[src/tilemap_pkg.sv]
package tilemap_pkg;

    ////////////////////////////////////////////////////////////////////////////
    // sizes and widths

    // one-hot tile size codes
    localparam logic [2:0] SIZE_8  = 3'b001;
    localparam logic [2:0] SIZE_16 = 3'b010;
    localparam logic [2:0] SIZE_32 = 3'b100;

    localparam int BUF_AW  = 9;    // line buffer address
    localparam int VRAM_AW = 17;   // vram word address
    localparam int ROM_AW  = 20;   // gfx rom word address

    // last visible buffer entry of a line
    localparam logic [BUF_AW-1:0] LINE_LAST = 9'd447;

    ////////////////////////////////////////////////////////////////////////////
    // shared records

    // layer settings as given with start
    typedef struct packed {
        logic [2:0]  size;         // one-hot
        logic [15:0] vram_base;
        logic [15:0] hpos;
        logic [15:0] vpos;
        logic [8:0]  vrender;      // line being drawn
        logic [3:0]  bank_offset;
        logic [3:0]  bank_mask;
    } line_cfg_t;

    // scan position handed to the fetcher
    typedef struct packed {
        logic [2:0]  size;
        logic [10:0] vn;           // map row
        logic [10:0] hn;           // first column, tile aligned
        logic [15:0] vram_base;
        logic [3:0]  bank_offset;
        logic [3:0]  bank_mask;
    } scan_pos_t;

    // same bit order as attribute word bits 8:0
    typedef struct packed {
        logic [1:0] group;
        logic       vflip;
        logic       hflip;
        logic [4:0] pal;
    } tile_attr_t;

    // one planar rom word plus the attribute of its tile
    typedef struct packed {
        logic [31:0] word;
        tile_attr_t  attr;
    } pix_word_t;

    // line buffer write, data is {group, pal, colour}
    typedef struct packed {
        logic [BUF_AW-1:0] addr;
        logic [10:0]       data;
    } buf_wr_t;

endpackage
[src/tilemap_engine.sv]
`timescale 1ns/1ps

module tilemap_engine (
    input  logic                           clk,
    input  logic                           rst,
    input  tilemap_pkg::line_cfg_t         cfg,
    input  logic                           start,
    input  logic                           stop,
    output logic [tilemap_pkg::VRAM_AW-1:0] vram_addr,
    output logic                           vram_cs,
    input  logic [15:0]                    vram_data,
    input  logic                           vram_ok,
    output logic [tilemap_pkg::ROM_AW-1:0] rom_addr,
    output logic                           rom_half,
    output logic                           rom_cs,
    input  logic [31:0]                    rom_data,
    input  logic                           rom_ok,
    output tilemap_pkg::buf_wr_t           line_buf,
    output logic                           buf_wr,
    output logic                           done
);
    import tilemap_pkg::*;

    scan_pos_t  pos;
    logic [4:0] fine;
    logic       go;
    logic       busy;
    logic       push;
    pix_word_t  push_data;
    logic       full;
    logic       pop;
    logic       valid;
    pix_word_t  head;
    logic       line_end;

    line_setup u_setup (
        .clk  (clk),
        .rst  (rst),
        .cfg  (cfg),
        .start(start),
        .stop (stop),
        .busy (busy),
        .pos  (pos),
        .fine (fine),
        .go   (go)
    );

    tile_fetcher u_fetcher (
        .clk      (clk),
        .rst      (rst),
        .pos      (pos),
        .go       (go),
        .stop     (stop),
        .line_end (line_end),
        .full     (full),
        .vram_addr(vram_addr),
        .vram_cs  (vram_cs),
        .vram_data(vram_data),
        .vram_ok  (vram_ok),
        .rom_addr (rom_addr),
        .rom_half (rom_half),
        .rom_cs   (rom_cs),
        .rom_data (rom_data),
        .rom_ok   (rom_ok),
        .push     (push),
        .push_data(push_data)
    );

    pixel_queue u_queue (
        .clk      (clk),
        .rst      (rst),
        .flush    (line_end || stop),   // leftover words are dropped
        .push     (push),
        .push_data(push_data),
        .full     (full),
        .pop      (pop),
        .valid    (valid),
        .head     (head)
    );

    line_writer u_writer (
        .clk     (clk),
        .rst     (rst),
        .go      (go),
        .fine    (fine),
        .stop    (stop),
        .valid   (valid),
        .head    (head),
        .pop     (pop),
        .line_buf(line_buf),
        .buf_wr  (buf_wr),
        .line_end(line_end),
        .busy    (busy),
        .done    (done)
    );

endmodule

[src/line_writer.sv]
`timescale 1ns/1ps

module line_writer (
    input  logic                   clk,
    input  logic                   rst,
    input  logic                   go,
    input  logic [4:0]             fine,
    input  logic                   stop,
    input  logic                   valid,
    input  tilemap_pkg::pix_word_t head,
    output logic                   pop,
    output tilemap_pkg::buf_wr_t   line_buf,
    output logic                   buf_wr,
    output logic                   line_end,
    output logic                   busy,
    output logic                   done
);
    import tilemap_pkg::*;

    logic [2:0] k;        // pixel within the head word
    logic       draw;
    logic [3:0] colour;

    // the write of the last entry is on the port this cycle
    assign line_end = buf_wr && (line_buf.addr == LINE_LAST);
    assign draw     = busy && valid && !line_end && !stop;
    assign pop      = draw && (k == 3'd7);

    ////////////////////////////////////////////////////////////////////////////
    // planar to packed pixel

    always_comb begin
        if (head.attr.hflip) begin
            colour = {head.word[24 + k], head.word[16 + k],
                      head.word[8 + k], head.word[k]};
        end else begin
            colour = {head.word[31 - k], head.word[23 - k],
                      head.word[15 - k], head.word[7 - k]};
        end
    end

    ////////////////////////////////////////////////////////////////////////////
    // line control

    always_ff @(posedge clk or posedge rst) begin
        if (rst) begin
            busy   <= 1'b0;
            buf_wr <= 1'b0;
            done   <= 1'b0;
            k      <= 3'd0;
        end else begin
            done   <= line_end || stop;
            buf_wr <= draw;   // low while the queue runs dry
            if (stop || line_end) begin
                busy <= 1'b0;
            end else if (go) begin
                busy <= 1'b1;
                k    <= 3'd0;
            end
            if (draw) k <= k + 3'd1;
        end
    end

    // address is pre-incremented, first pixel lands at -fine
    always_ff @(posedge clk) begin
        if (go) begin
            line_buf.addr <= 9'h1ff - {4'd0, fine};
        end else if (draw) begin
            line_buf.addr <= line_buf.addr + 1'b1;
        end
        if (draw) line_buf.data <= {head.attr.group, head.attr.pal, colour};
    end

endmodule

[src/pixel_queue.sv]
`timescale 1ns/1ps

module pixel_queue (
    input  logic                   clk,
    input  logic                   rst,
    input  logic                   flush,
    input  logic                   push,
    input  tilemap_pkg::pix_word_t push_data,
    output logic                   full,
    input  logic                   pop,
    output logic                   valid,
    output tilemap_pkg::pix_word_t head
);
    import tilemap_pkg::*;

    pix_word_t  mem [2];
    logic       wr_ptr;
    logic       rd_ptr;
    logic [1:0] count;
    logic       do_push;
    logic       do_pop;

    assign full    = (count == 2'd2);
    assign valid   = (count != 2'd0);
    assign head    = mem[rd_ptr];
    assign do_push = push && !full;
    assign do_pop  = pop && valid;

    always_ff @(posedge clk or posedge rst) begin
        if (rst) begin
            wr_ptr <= 1'b0;
            rd_ptr <= 1'b0;
            count  <= 2'd0;
        end else if (flush) begin   // end of line or abort
            wr_ptr <= 1'b0;
            rd_ptr <= 1'b0;
            count  <= 2'd0;
        end else begin
            if (do_push) wr_ptr <= ~wr_ptr;
            if (do_pop) rd_ptr <= ~rd_ptr;
            count <= count + {1'b0, do_push} - {1'b0, do_pop};
        end
    end

    always_ff @(posedge clk) begin
        if (do_push) mem[wr_ptr] <= push_data;
    end

endmodule

[src/tile_fetcher.sv]
`timescale 1ns/1ps

module tile_fetcher (
    input  logic                           clk,
    input  logic                           rst,
    input  tilemap_pkg::scan_pos_t         pos,
    input  logic                           go,
    input  logic                           stop,
    input  logic                           line_end,
    input  logic                           full,
    output logic [tilemap_pkg::VRAM_AW-1:0] vram_addr,
    output logic                           vram_cs,
    input  logic [15:0]                    vram_data,
    input  logic                           vram_ok,
    output logic [tilemap_pkg::ROM_AW-1:0] rom_addr,
    output logic                           rom_half,
    output logic                           rom_cs,
    input  logic [31:0]                    rom_data,
    input  logic                           rom_ok,
    output logic                           push,
    output tilemap_pkg::pix_word_t         push_data
);
    import tilemap_pkg::*;

    typedef enum logic [2:0] {
        s_idle, s_code_req, s_code, s_attr_req, s_attr, s_rom_req, s_rom
    } state_t;

    state_t             st;
    logic [10:0]        hn;          // column of the tile being fetched
    logic [10:0]        hn_sel;
    logic [15:0]        code;
    tile_attr_t         attr;
    logic [1:0]         j;           // word in display order
    logic [1:0]         last_j;
    logic [1:0]         slot;        // word in rom order
    logic [10:0]        step;
    logic [11:0]        index;
    logic [4:0]         row;
    logic [ROM_AW-1:0]  pre_addr;
    logic [ROM_AW-1:0]  rom_next;
    logic [VRAM_AW-1:0] code_addr;

    ////////////////////////////////////////////////////////////////////////////
    // address forming

    always_comb begin
        hn_sel = (st == s_idle) ? pos.hn : hn;   // go uses the setup value
        row    = pos.vn[4:0] ^ {5{attr.vflip}};
        case (pos.size)
            SIZE_8: begin
                index    = {pos.vn[8], hn_sel[8:3], pos.vn[7:3]};
                step     = 11'd8;
                last_j   = 2'd0;
                pre_addr = {1'b0, code, row[2:0]};
            end
            SIZE_16: begin
                index    = {pos.vn[9:8], hn_sel[9:4], pos.vn[7:4]};
                step     = 11'd16;
                last_j   = 2'd1;
                pre_addr = {code, row[3:0]};
            end
            default: begin
                index    = {pos.vn[10:8], hn_sel[10:5], pos.vn[7:5]};
                step     = 11'd32;
                last_j   = 2'd3;
                pre_addr = {code[13:0], row, slot[1]};
            end
        endcase
        // W/8-1-j is the same as j xor all ones, kept inside the word count
        slot      = (j ^ {2{attr.hflip}}) & last_j;
        code_addr = {pos.vram_base[9:1], 8'd0} + {4'd0, index, 1'b0};
        rom_next  = {(pre_addr[19:16] & pos.bank_mask) | pos.bank_offset,
                     pre_addr[15:0]};
    end

    ////////////////////////////////////////////////////////////////////////////
    // fetch sequence

    always_ff @(posedge clk or posedge rst) begin
        if (rst) begin
            st        <= s_idle;
            vram_cs   <= 1'b0;
            rom_cs    <= 1'b0;
            vram_addr <= '0;
            rom_addr  <= '0;
            rom_half  <= 1'b0;
            hn        <= '0;
            code      <= '0;
            attr      <= '0;
            j         <= '0;
        end else if (stop || line_end) begin
            st      <= s_idle;
            vram_cs <= 1'b0;
            rom_cs  <= 1'b0;
        end else begin
            case (st)
                s_idle: if (go) begin
                    hn        <= pos.hn;
                    vram_addr <= code_addr;
                    vram_cs   <= 1'b1;
                    st        <= s_code;
                end
                s_code_req: begin
                    vram_addr <= code_addr;
                    vram_cs   <= 1'b1;
                    st        <= s_code;
                end
                s_code: if (vram_ok) begin
                    code      <= vram_data;
                    vram_cs   <= 1'b0;
                    vram_addr <= vram_addr + 1'b1;   // attribute follows the code
                    st        <= s_attr_req;
                end
                s_attr_req: begin
                    vram_cs <= 1'b1;
                    st      <= s_attr;
                end
                s_attr: if (vram_ok) begin
                    attr    <= tile_attr_t'(vram_data[8:0]);
                    vram_cs <= 1'b0;
                    j       <= 2'd0;
                    st      <= s_rom_req;
                end
                s_rom_req: if (!full) begin   // back-pressure from the queue
                    rom_addr <= rom_next;
                    rom_half <= slot[0];
                    rom_cs   <= 1'b1;
                    st       <= s_rom;
                end
                s_rom: if (rom_ok) begin
                    rom_cs <= 1'b0;
                    if (j == last_j) begin
                        hn <= hn + step;
                        st <= s_code_req;
                    end else begin
                        j  <= j + 2'd1;
                        st <= s_rom_req;
                    end
                end
                default: st <= s_idle;
            endcase
        end
    end

    // word goes straight into the queue in its ok cycle
    assign push = (st == s_rom) && rom_ok;

    always_comb begin
        push_data.word = rom_data;
        push_data.attr = attr;
    end

endmodule

[src/line_setup.sv]
`timescale 1ns/1ps

module line_setup (
    input  logic                   clk,
    input  logic                   rst,
    input  tilemap_pkg::line_cfg_t cfg,
    input  logic                   start,
    input  logic                   stop,
    input  logic                   busy,
    output tilemap_pkg::scan_pos_t pos,
    output logic [4:0]             fine,
    output logic                   go
);
    import tilemap_pkg::*;

    line_cfg_t   cfg_q;
    logic [10:0] vn;
    logic [10:0] hn;
    logic        take;

    // a new line is only accepted while nothing is in flight
    assign take = start && !busy && !go;

    always_ff @(posedge clk or posedge rst) begin
        if (rst) begin
            go <= 1'b0;
        end else begin
            go <= take && !stop;   // stop drops a pending go
        end
    end

    always_ff @(posedge clk) begin
        if (take) cfg_q <= cfg;
    end

    always_comb begin
        vn = cfg_q.vpos[10:0] + {2'd0, cfg_q.vrender};
        case (cfg_q.size)
            SIZE_8: begin
                hn   = {cfg_q.hpos[10:3], 3'd0};
                fine = {2'd0, cfg_q.hpos[2:0]};
            end
            SIZE_16: begin
                hn   = {cfg_q.hpos[10:4], 4'd0};
                fine = {1'd0, cfg_q.hpos[3:0]};
            end
            default: begin   // 32x32
                hn   = {cfg_q.hpos[10:5], 5'd0};
                fine = cfg_q.hpos[4:0];
            end
        endcase
    end

    always_comb begin
        pos.size        = cfg_q.size;
        pos.vn          = vn;
        pos.hn          = hn;
        pos.vram_base   = cfg_q.vram_base;
        pos.bank_offset = cfg_q.bank_offset;
        pos.bank_mask   = cfg_q.bank_mask;
    end

endmodule

[config.mk]
export PLATFORM = sky130hd
export DESIGN_NAME = tilemap_engine
export DESIGN_NICKNAME = d
export VERILOG_FILES = /design/src/tilemap_pkg.sv /design/src/tilemap_engine.sv /design/src/line_writer.sv /design/src/pixel_queue.sv /design/src/tile_fetcher.sv /design/src/line_setup.sv
export SDC_FILE = /design/constraint.sdc
export NUM_CORES = 1
export LEC_CHECK = 0
export BUFFER_PORTS_ARGS = -buffer_cell sky130_fd_sc_hd__buf_4
export CAP_MARGIN = 20
export CORE_MARGIN = 5
export CORE_UTILIZATION = 31
export CTS_CLUSTER_SIZE = 28
export DETAILED_ROUTE_END_ITERATION = 6
export SLEW_MARGIN = 20
export SYNTH_ARGS = -nofsm -noshare
export SYNTH_HDL_FRONTEND = slang
export SYNTH_SLANG_ARGS = --single-unit
[constraint.sdc]
create_clock -name clk -period 6.5 [get_ports clk]
set_input_delay 0.975 -clock clk [delete_from_list [all_inputs] [get_ports clk]]
set_output_delay 0.975 -clock clk [all_outputs]
set_load 0.02 [all_outputs]
* Word-level counts from Yosys, hierarchy flattened
Memories as Yosys holds them, arrays and structs flattened.
Cells that the tools add are included.
** Storage, ports and cells
- Register bits after elaboration :: 164
- RAM bits :: 82
- Output and inout port bits :: 62
- Word-level logic and storage cells :: 194
- Memories :: 1
** Memory list
- u_queue.mem :: words 2, width 41, rd ports 1, clocked after memory_dff 0, write ports 1, RTL line pixel_queue.sv:16 : pix_word_t mem [2];
** Operators by class
- $add $sub $neg :: 17
- Magnitude comparators :: 8
- Eq/ne operators :: 25
- Multiplexer cells :: 64
- Bitwise operators :: 9
- Reductions and logical operators :: 40
** Operator list (count)
- $lt 32x6->1 const B :: 7
- $pmux 17 s3 :: 1
- $mux 11 :: 4
- $pmux 20 s2 :: 1
- $bmux 1 s5 :: 7
- $mux 17 :: 2
- $mux 3 :: 10
- $pmux 12 s2 :: 1
- $pmux 11 s2 :: 1
- $mux 1 :: 21
- $pmux 3 s7 :: 1
- $pmux 5 s2 :: 2
- $mux 9 :: 2
- $add 17x1->17 const B :: 1
- $add 17x13->17 :: 1
- $ne 3x2->1 const B :: 5
- $reduce_and 3->1 :: 5
- $reduce_and 5->1 :: 3
- $reduce_bool 2->1 :: 7
- $add 5x3->6 const A :: 2
- $eq 3x3->1 const B :: 4
- $pmux 6 s2 :: 1
- $sub 5x3->6 const A :: 2
- $add 11x6->11 :: 1
- 40 further kinds :: 71

* Logic depth before layout (Yosys ltp)
- Depth in word-level cells :: 9
- Mapped depth :: 17

* Modules after synthesis
Synthesis repeated with hierarchy kept, for this count alone.
** Second synthesis, totals
- Cells, all modules :: 1100
- Area total of the unflattened synthesis :: 12977.4 um2
** By module, submodules not included
- tile_fetcher :: times used 1, cells an instance 654, area each 5569.1 um2, sequential area each 1951.9 um2
- pixel_queue :: times used 1, cells an instance 154, area each 3188.1 um2, sequential area each 2562.5 um2
- line_setup :: times used 1, cells an instance 161, area each 2557.5 um2, sequential area each 1766.7 um2
- line_writer :: times used 1, cells an instance 130, area each 1656.6 um2, sequential area each 750.7 um2
- tilemap_engine :: times used 1, cells an instance 1, area each 6.3 um2, sequential area each 0.0 um2

* Worst setup path before layout
Ideal clock, no wire load.
- Kind :: reg2reg
- Start point :: reg u_fetcher.st[2]
- End point :: mem u_queue.mem[0][0] in the netlist's numbering, enable pin
- Setup time :: 442 ps
- Arrival :: 3202 ps
- Setup slack :: 2856 ps
- Stages on the path, launching flop included :: 6
- Buffers on the path :: 2
- Period minus slack after synthesis :: 3644 ps
- Cell sequence :: dfrtp_1 > clkbuf_1 > clkbuf_1 > nand3_1 > a21oi_1 > nor2b_1
** On the way
- Word-level cells in the longest chain between the ends :: 5
** RTL lines
- from (decl) :: RTL line tile_fetcher.sv:29 : state_t st;
- from (signal assigned) :: RTL line tile_fetcher.sv:82 : st <= s_idle;
- from (signal assigned) :: RTL line tile_fetcher.sv:93 : st <= s_idle;
- from (signal assigned) :: RTL line tile_fetcher.sv:102 : st <= s_code;
- $eq 3x3->1 :: RTL line tile_fetcher.sv:147 : assign push = (st == s_rom) && rom_ok;
- $logic_and 1x1->1 :: RTL line tile_fetcher.sv:147
- $logic_and 1x1->1 :: RTL line pixel_queue.sv:26 : assign do_push = push && !full;
- $mux 1 :: RTL line pixel_queue.sv:46 : if (do_push) mem[wr_ptr] <= push_data;
- $mux 1 (not written as such) :: RTL line pixel_queue.sv:46
- to (decl) :: RTL line pixel_queue.sv:16
No other way between the ends.

* Worst setup path in the final report
- Start point :: reg u_fetcher.st[2]
- End point :: reg u_fetcher.vram_addr[16] in the netlist's numbering
** On the way
- Word-level cells in the longest chain between the ends :: 6
- Elaborated cells between the ends (all ways) :: 12
** RTL lines
- $logic_not 3->1 :: RTL line tile_fetcher.sv:48, tile_fetcher.sv:97
- $mux 11 :: RTL line tile_fetcher.sv:48 : hn_sel = (st == s_idle) ? pos.hn : hn;
- $pmux 12 s2 :: RTL line tile_fetcher.sv:50 : case (pos.size)
- $add 17x13->17 :: RTL line tile_fetcher.sv:72 : code_addr = {pos.vram_base[9:1], 8'd0} + {4'd0, index, 1'b0};
- $mux 17 :: RTL line tile_fetcher.sv:98 : s_idle: if (go) begin
- $pmux 17 s3 :: RTL line tile_fetcher.sv:97 : case (st)
- to (signal assigned) :: RTL line tile_fetcher.sv:100 : vram_addr <= code_addr;
- to (signal assigned) :: RTL line tile_fetcher.sv:105 : vram_addr <= code_addr;
- to (signal assigned) :: RTL line tile_fetcher.sv:112 : vram_addr <= vram_addr + 1'b1;
- to (decl) :: RTL line tile_fetcher.sv:11 : output logic [tilemap_pkg::VRAM_AW-1:0] vram_addr,
Parallel ways exist; a longest one is shown, timed or not. The select of a mux whose other input is x is not followed.
A chain may end at the register's enable or synchronous reset.

==> results.json <==
{
  "vias": 7648,
  "synth_top_family_by_area": "compound AO/OA/AOI/OAI gates",
  "cts_buffers": 28,
  "synthAdderAreaFrac_pct": 3.08,
  "cts.root.buffer_cell": "clkbuf_16",
  "ys_types": 66,
  "powerDensity_mw_per_mm2": 313,
  "crit_slowest_cell": "dfrtp_1",
  "worst_pin_slew_ns": 1.06,
  "dieWidth_um": 201,
  "cp-startpoint": "u_fetcher.st[2]",
  "crit_path_end_kind": "flop",
  "arrival_ns": 4.33,
  "cts_tree": "yes",
  "seq_area_frac_synth_pct": 59.9,
  "grt_max_degree": 57,
  "via_per_inst": 5.06,
  "utilization_pct": 39.0,
  "antenna_left": 0,
  "routabilityCongestion": 0.825,
  "final_common_cell": "buf_4",
  "worstSetupPathType": "flop to flop",
  "clock_latency_ns": 0.56,
  "hold_buffers": 0,
  "synth_xor_area_share_pct": 2.41,
  "path_cells": "nor3_4, mux2i_1, a22oi_1, nor2_1, a21oi_1, ha_1, inv_1, fa_1, nor2b_1, o21ai_0, a21boi_0, o2111ai_1, xnor2_1, a21oi_1, o21ai_0",
  "ioPinCount": 184,
  "instances_no_fill": 1512,
  "post_cts_buffers": 0,
  "synthesis.area_mm2": 0.0113,
  "fin_tns_setup_ns": 0,
  "grt_pass1_vias": 7763,
  "status": "complete, no violations",
  "routedWlPerCell_um": 18.5,
  "synth_compound_area_share_pct": 12.3,
  "period_share_pct": 59.5,
  "slew_violations": 0,
  "hold_path.class": "primary input to async pin",
  "peakVddDrop_mv": 0.221,
  "synthMuxAreaShare_pct": 11.8,
  "fmax_ghz": 0.259,
  "max_cap_violations": 0,
  "clock_skew_ns": 0.0237,
  "die_y_um": 201,
  "dp.cells": 1460,
  "yosys_warnings": 0,
  "antenna_found_initial": 0,
  "core_mm2": 0.0357,
  "port_buffers": 166,
  "start_util_pct": 31.6,
  "max_stage_delay_ns": 0.62,
  "wl_mm": 28.0,
  "cp-start-kind": "flop",
  "synth.avg_cell_area_um2": 13.0,
  "cts.path.max_buffers": 3,
  "drt-initial-drc-count": 575,
  "dp_hpwl_mm": 19.5,
  "synth_fp_nets": 1015,
  "leakagePower_nw": 5.42,
  "drive_above_1_share_pct": 28.2,
  "rows": 69,
  "min_period_ns": 3.86,
  "die_area_mm2": 0.0403,
  "n_antenna_cell": 0,
  "synth_async_sr_flop_share_pct": 37.1,
  "synth_edf_count": 151,
  "synth_flop_cell": "edfxtp_1",
  "drt-pass1-iter-count": 5,
  "setup_violations": 0,
  "worstReg2RegStart": "u_fetcher.st[2]",
  "synth-seq-cells": 240,
  "drc_errors": 0,
  "synth-simple-area-share_pct": 8.02,
  "timing.slew.headroom_pct": 29.6,
  "cts_resized": 0,
  "grt_pass1_wl_mm": 44.1,
  "htreeDepth": 1,
  "hold_ws_ns": 0.425,
  "required_ns": 6.96,
  "syn_inst": 867,
  "overflow": 0,
  "nNetsFinal": 1177,
  "grt_usage_pct": 13.5,
  "timing_hold_violations_final": 0,
  "clk_pin_slew_ns": 0.06,
  "cp_max_fo": 19,
  "syn2layout_area_growth_pct": 23.5,
  "cts.sink_count": 240,
  "rsz0062_at_grt": "false",
  "final_cell_mix": "175 x buf_4, 151 x edfxtp_1, 88 x dfrtp_1"
}
[report_power, final]
part           internal (mW)  switching [mW]
combinational          0.401           0.446
sequential              1.79           0.184
clock                  0.909           0.631
total                   3.11            1.26
[state kept, by name (all words and copies together) (netlist names)]
register and count:
u_writer.line_buf 20, u_writer.k 3, u_writer.buf_wr 1, u_fetcher.vram_addr 17
u_fetcher.hn 8, u_fetcher.push_data 9, u_fetcher.code 16, u_fetcher.rom_cs 1
u_queue.count 2, u_writer.done 1, u_setup.pos 20, u_fetcher.j 2
u_fetcher.vram_cs 1, u_queue.wr_ptr 1, u_queue.rd_ptr 1, u_fetcher.rom_half 1
u_setup.go 1, u_writer.busy 1, u_fetcher.rom_addr 20, u_fetcher.st 3
u_setup.cfg_q 31, u_queue.mem 80
[worst paths after layout]
path	endpoint	slack, ns	cells past startpoint
setup / recovery	u_fetcher.vram_addr[16]	2.64	15
min in group clk	u_queue.mem[1][3]	0.47	0
hold reg to reg	u_queue.mem[1][3]	0.47	0
max in group asynchronous	u_queue.rd_ptr	4.82	3
hold / removal	u_fetcher.push_data[7]	0.43	2
setup reg to reg	u_fetcher.vram_addr[16]	2.64	15
[cell type report]
class	count	area (µm²)
Sequential cell	240	6760
Clock buffer	37	766
Clock inverter	15	141
Fill cell	3400	21800
Inverter	29	111
Multi-Input combinational cell	555	4260
Tap cell	461	577
Timing Repair Buffer	175	1310
[per-stage QoR]
step	worst slack [ns]	total power [mW]	instance area (µm²)
2_1_floorplan	2.86	2.52	11300
3_3_place_gp	2.53	2.84	13000
3_5_place_dp	2.46	2.86	13000
4_1_cts	2.56	4.43	13900
5_1_grt	2.15	4.61	13900
6_report	2.64	4.37	13900
[metal layers]
layer	vias to the layer above	global-route usage (%)	wire, µm
met2	223	21.9	13100
li1	3625	-	-
met1	3767	18.1	12100
met5	-	0	0
met3	33	3.94	2270
met4	0	2.95	451
[kinds of logic (layout without fill, tap and decap cells)]
logic type | after synthesis | in the layout
flops | 240 | 240
buf+inv | 72 | 256
mux | 92 | 92
fa+ha+maj | 26 | 26
compound gates | 212 | 212
xor+xnor | 31 | 31
simple gates | 194 | 194
[worst max-delay path, delay by kind of cell, from the launching register on]
| kind | cells | cell delay (ns) |
|---|---|---|
| fa+ha+maj | 2 | 0.60 |
| xor+xnor | 1 | 0.22 |
| buf+inv | 1 | 0.05 |
| flops | 1 | 0.62 |
| compound gates | 7 | 1.29 |
| simple gates | 3 | 0.78 |
| mux | 1 | 0.22 |
[synthesized netlist by cell type, types with 3 or more instances]
library cell | n | area, µm²
or3_1 | 3 | 18.8
xnor2_1 | 23 | 201
fa_1 | 3 | 60.1
nand4_1 | 3 | 18.8
a21oi_1 | 51 | 255
ha_1 | 23 | 288
nand2b_1 | 10 | 62.6
nand3_1 | 17 | 85.1
edfxtp_1 | 151 | 4530
nor2_1 | 60 | 225
a22o_1 | 5 | 43.8
buf_1 | 3 | 11.3
o22a_1 | 21 | 184
mux2i_1 | 24 | 240
mux4_2 | 29 | 653
mux2_2 | 31 | 349
o22ai_1 | 19 | 119
a21o_1 | 6 | 45.0
xor2_1 | 8 | 70.1
o21ai_0 | 56 | 280
a31oi_1 | 10 | 62.6
inv_1 | 26 | 97.6
a221oi_1 | 5 | 43.8
a211oi_1 | 3 | 22.5
dfrtp_1 | 89 | 2230
buf_2 | 7 | 35.0
nor2b_1 | 11 | 68.8
a22oi_1 | 5 | 37.5
o221ai_1 | 6 | 52.6
mux2_1 | 8 | 90.1
nand2_1 | 60 | 225
clkbuf_1 | 33 | 124
nor3_1 | 10 | 50.1
and3_1 | 8 | 50.1
(Power assumes the default switching activity.)
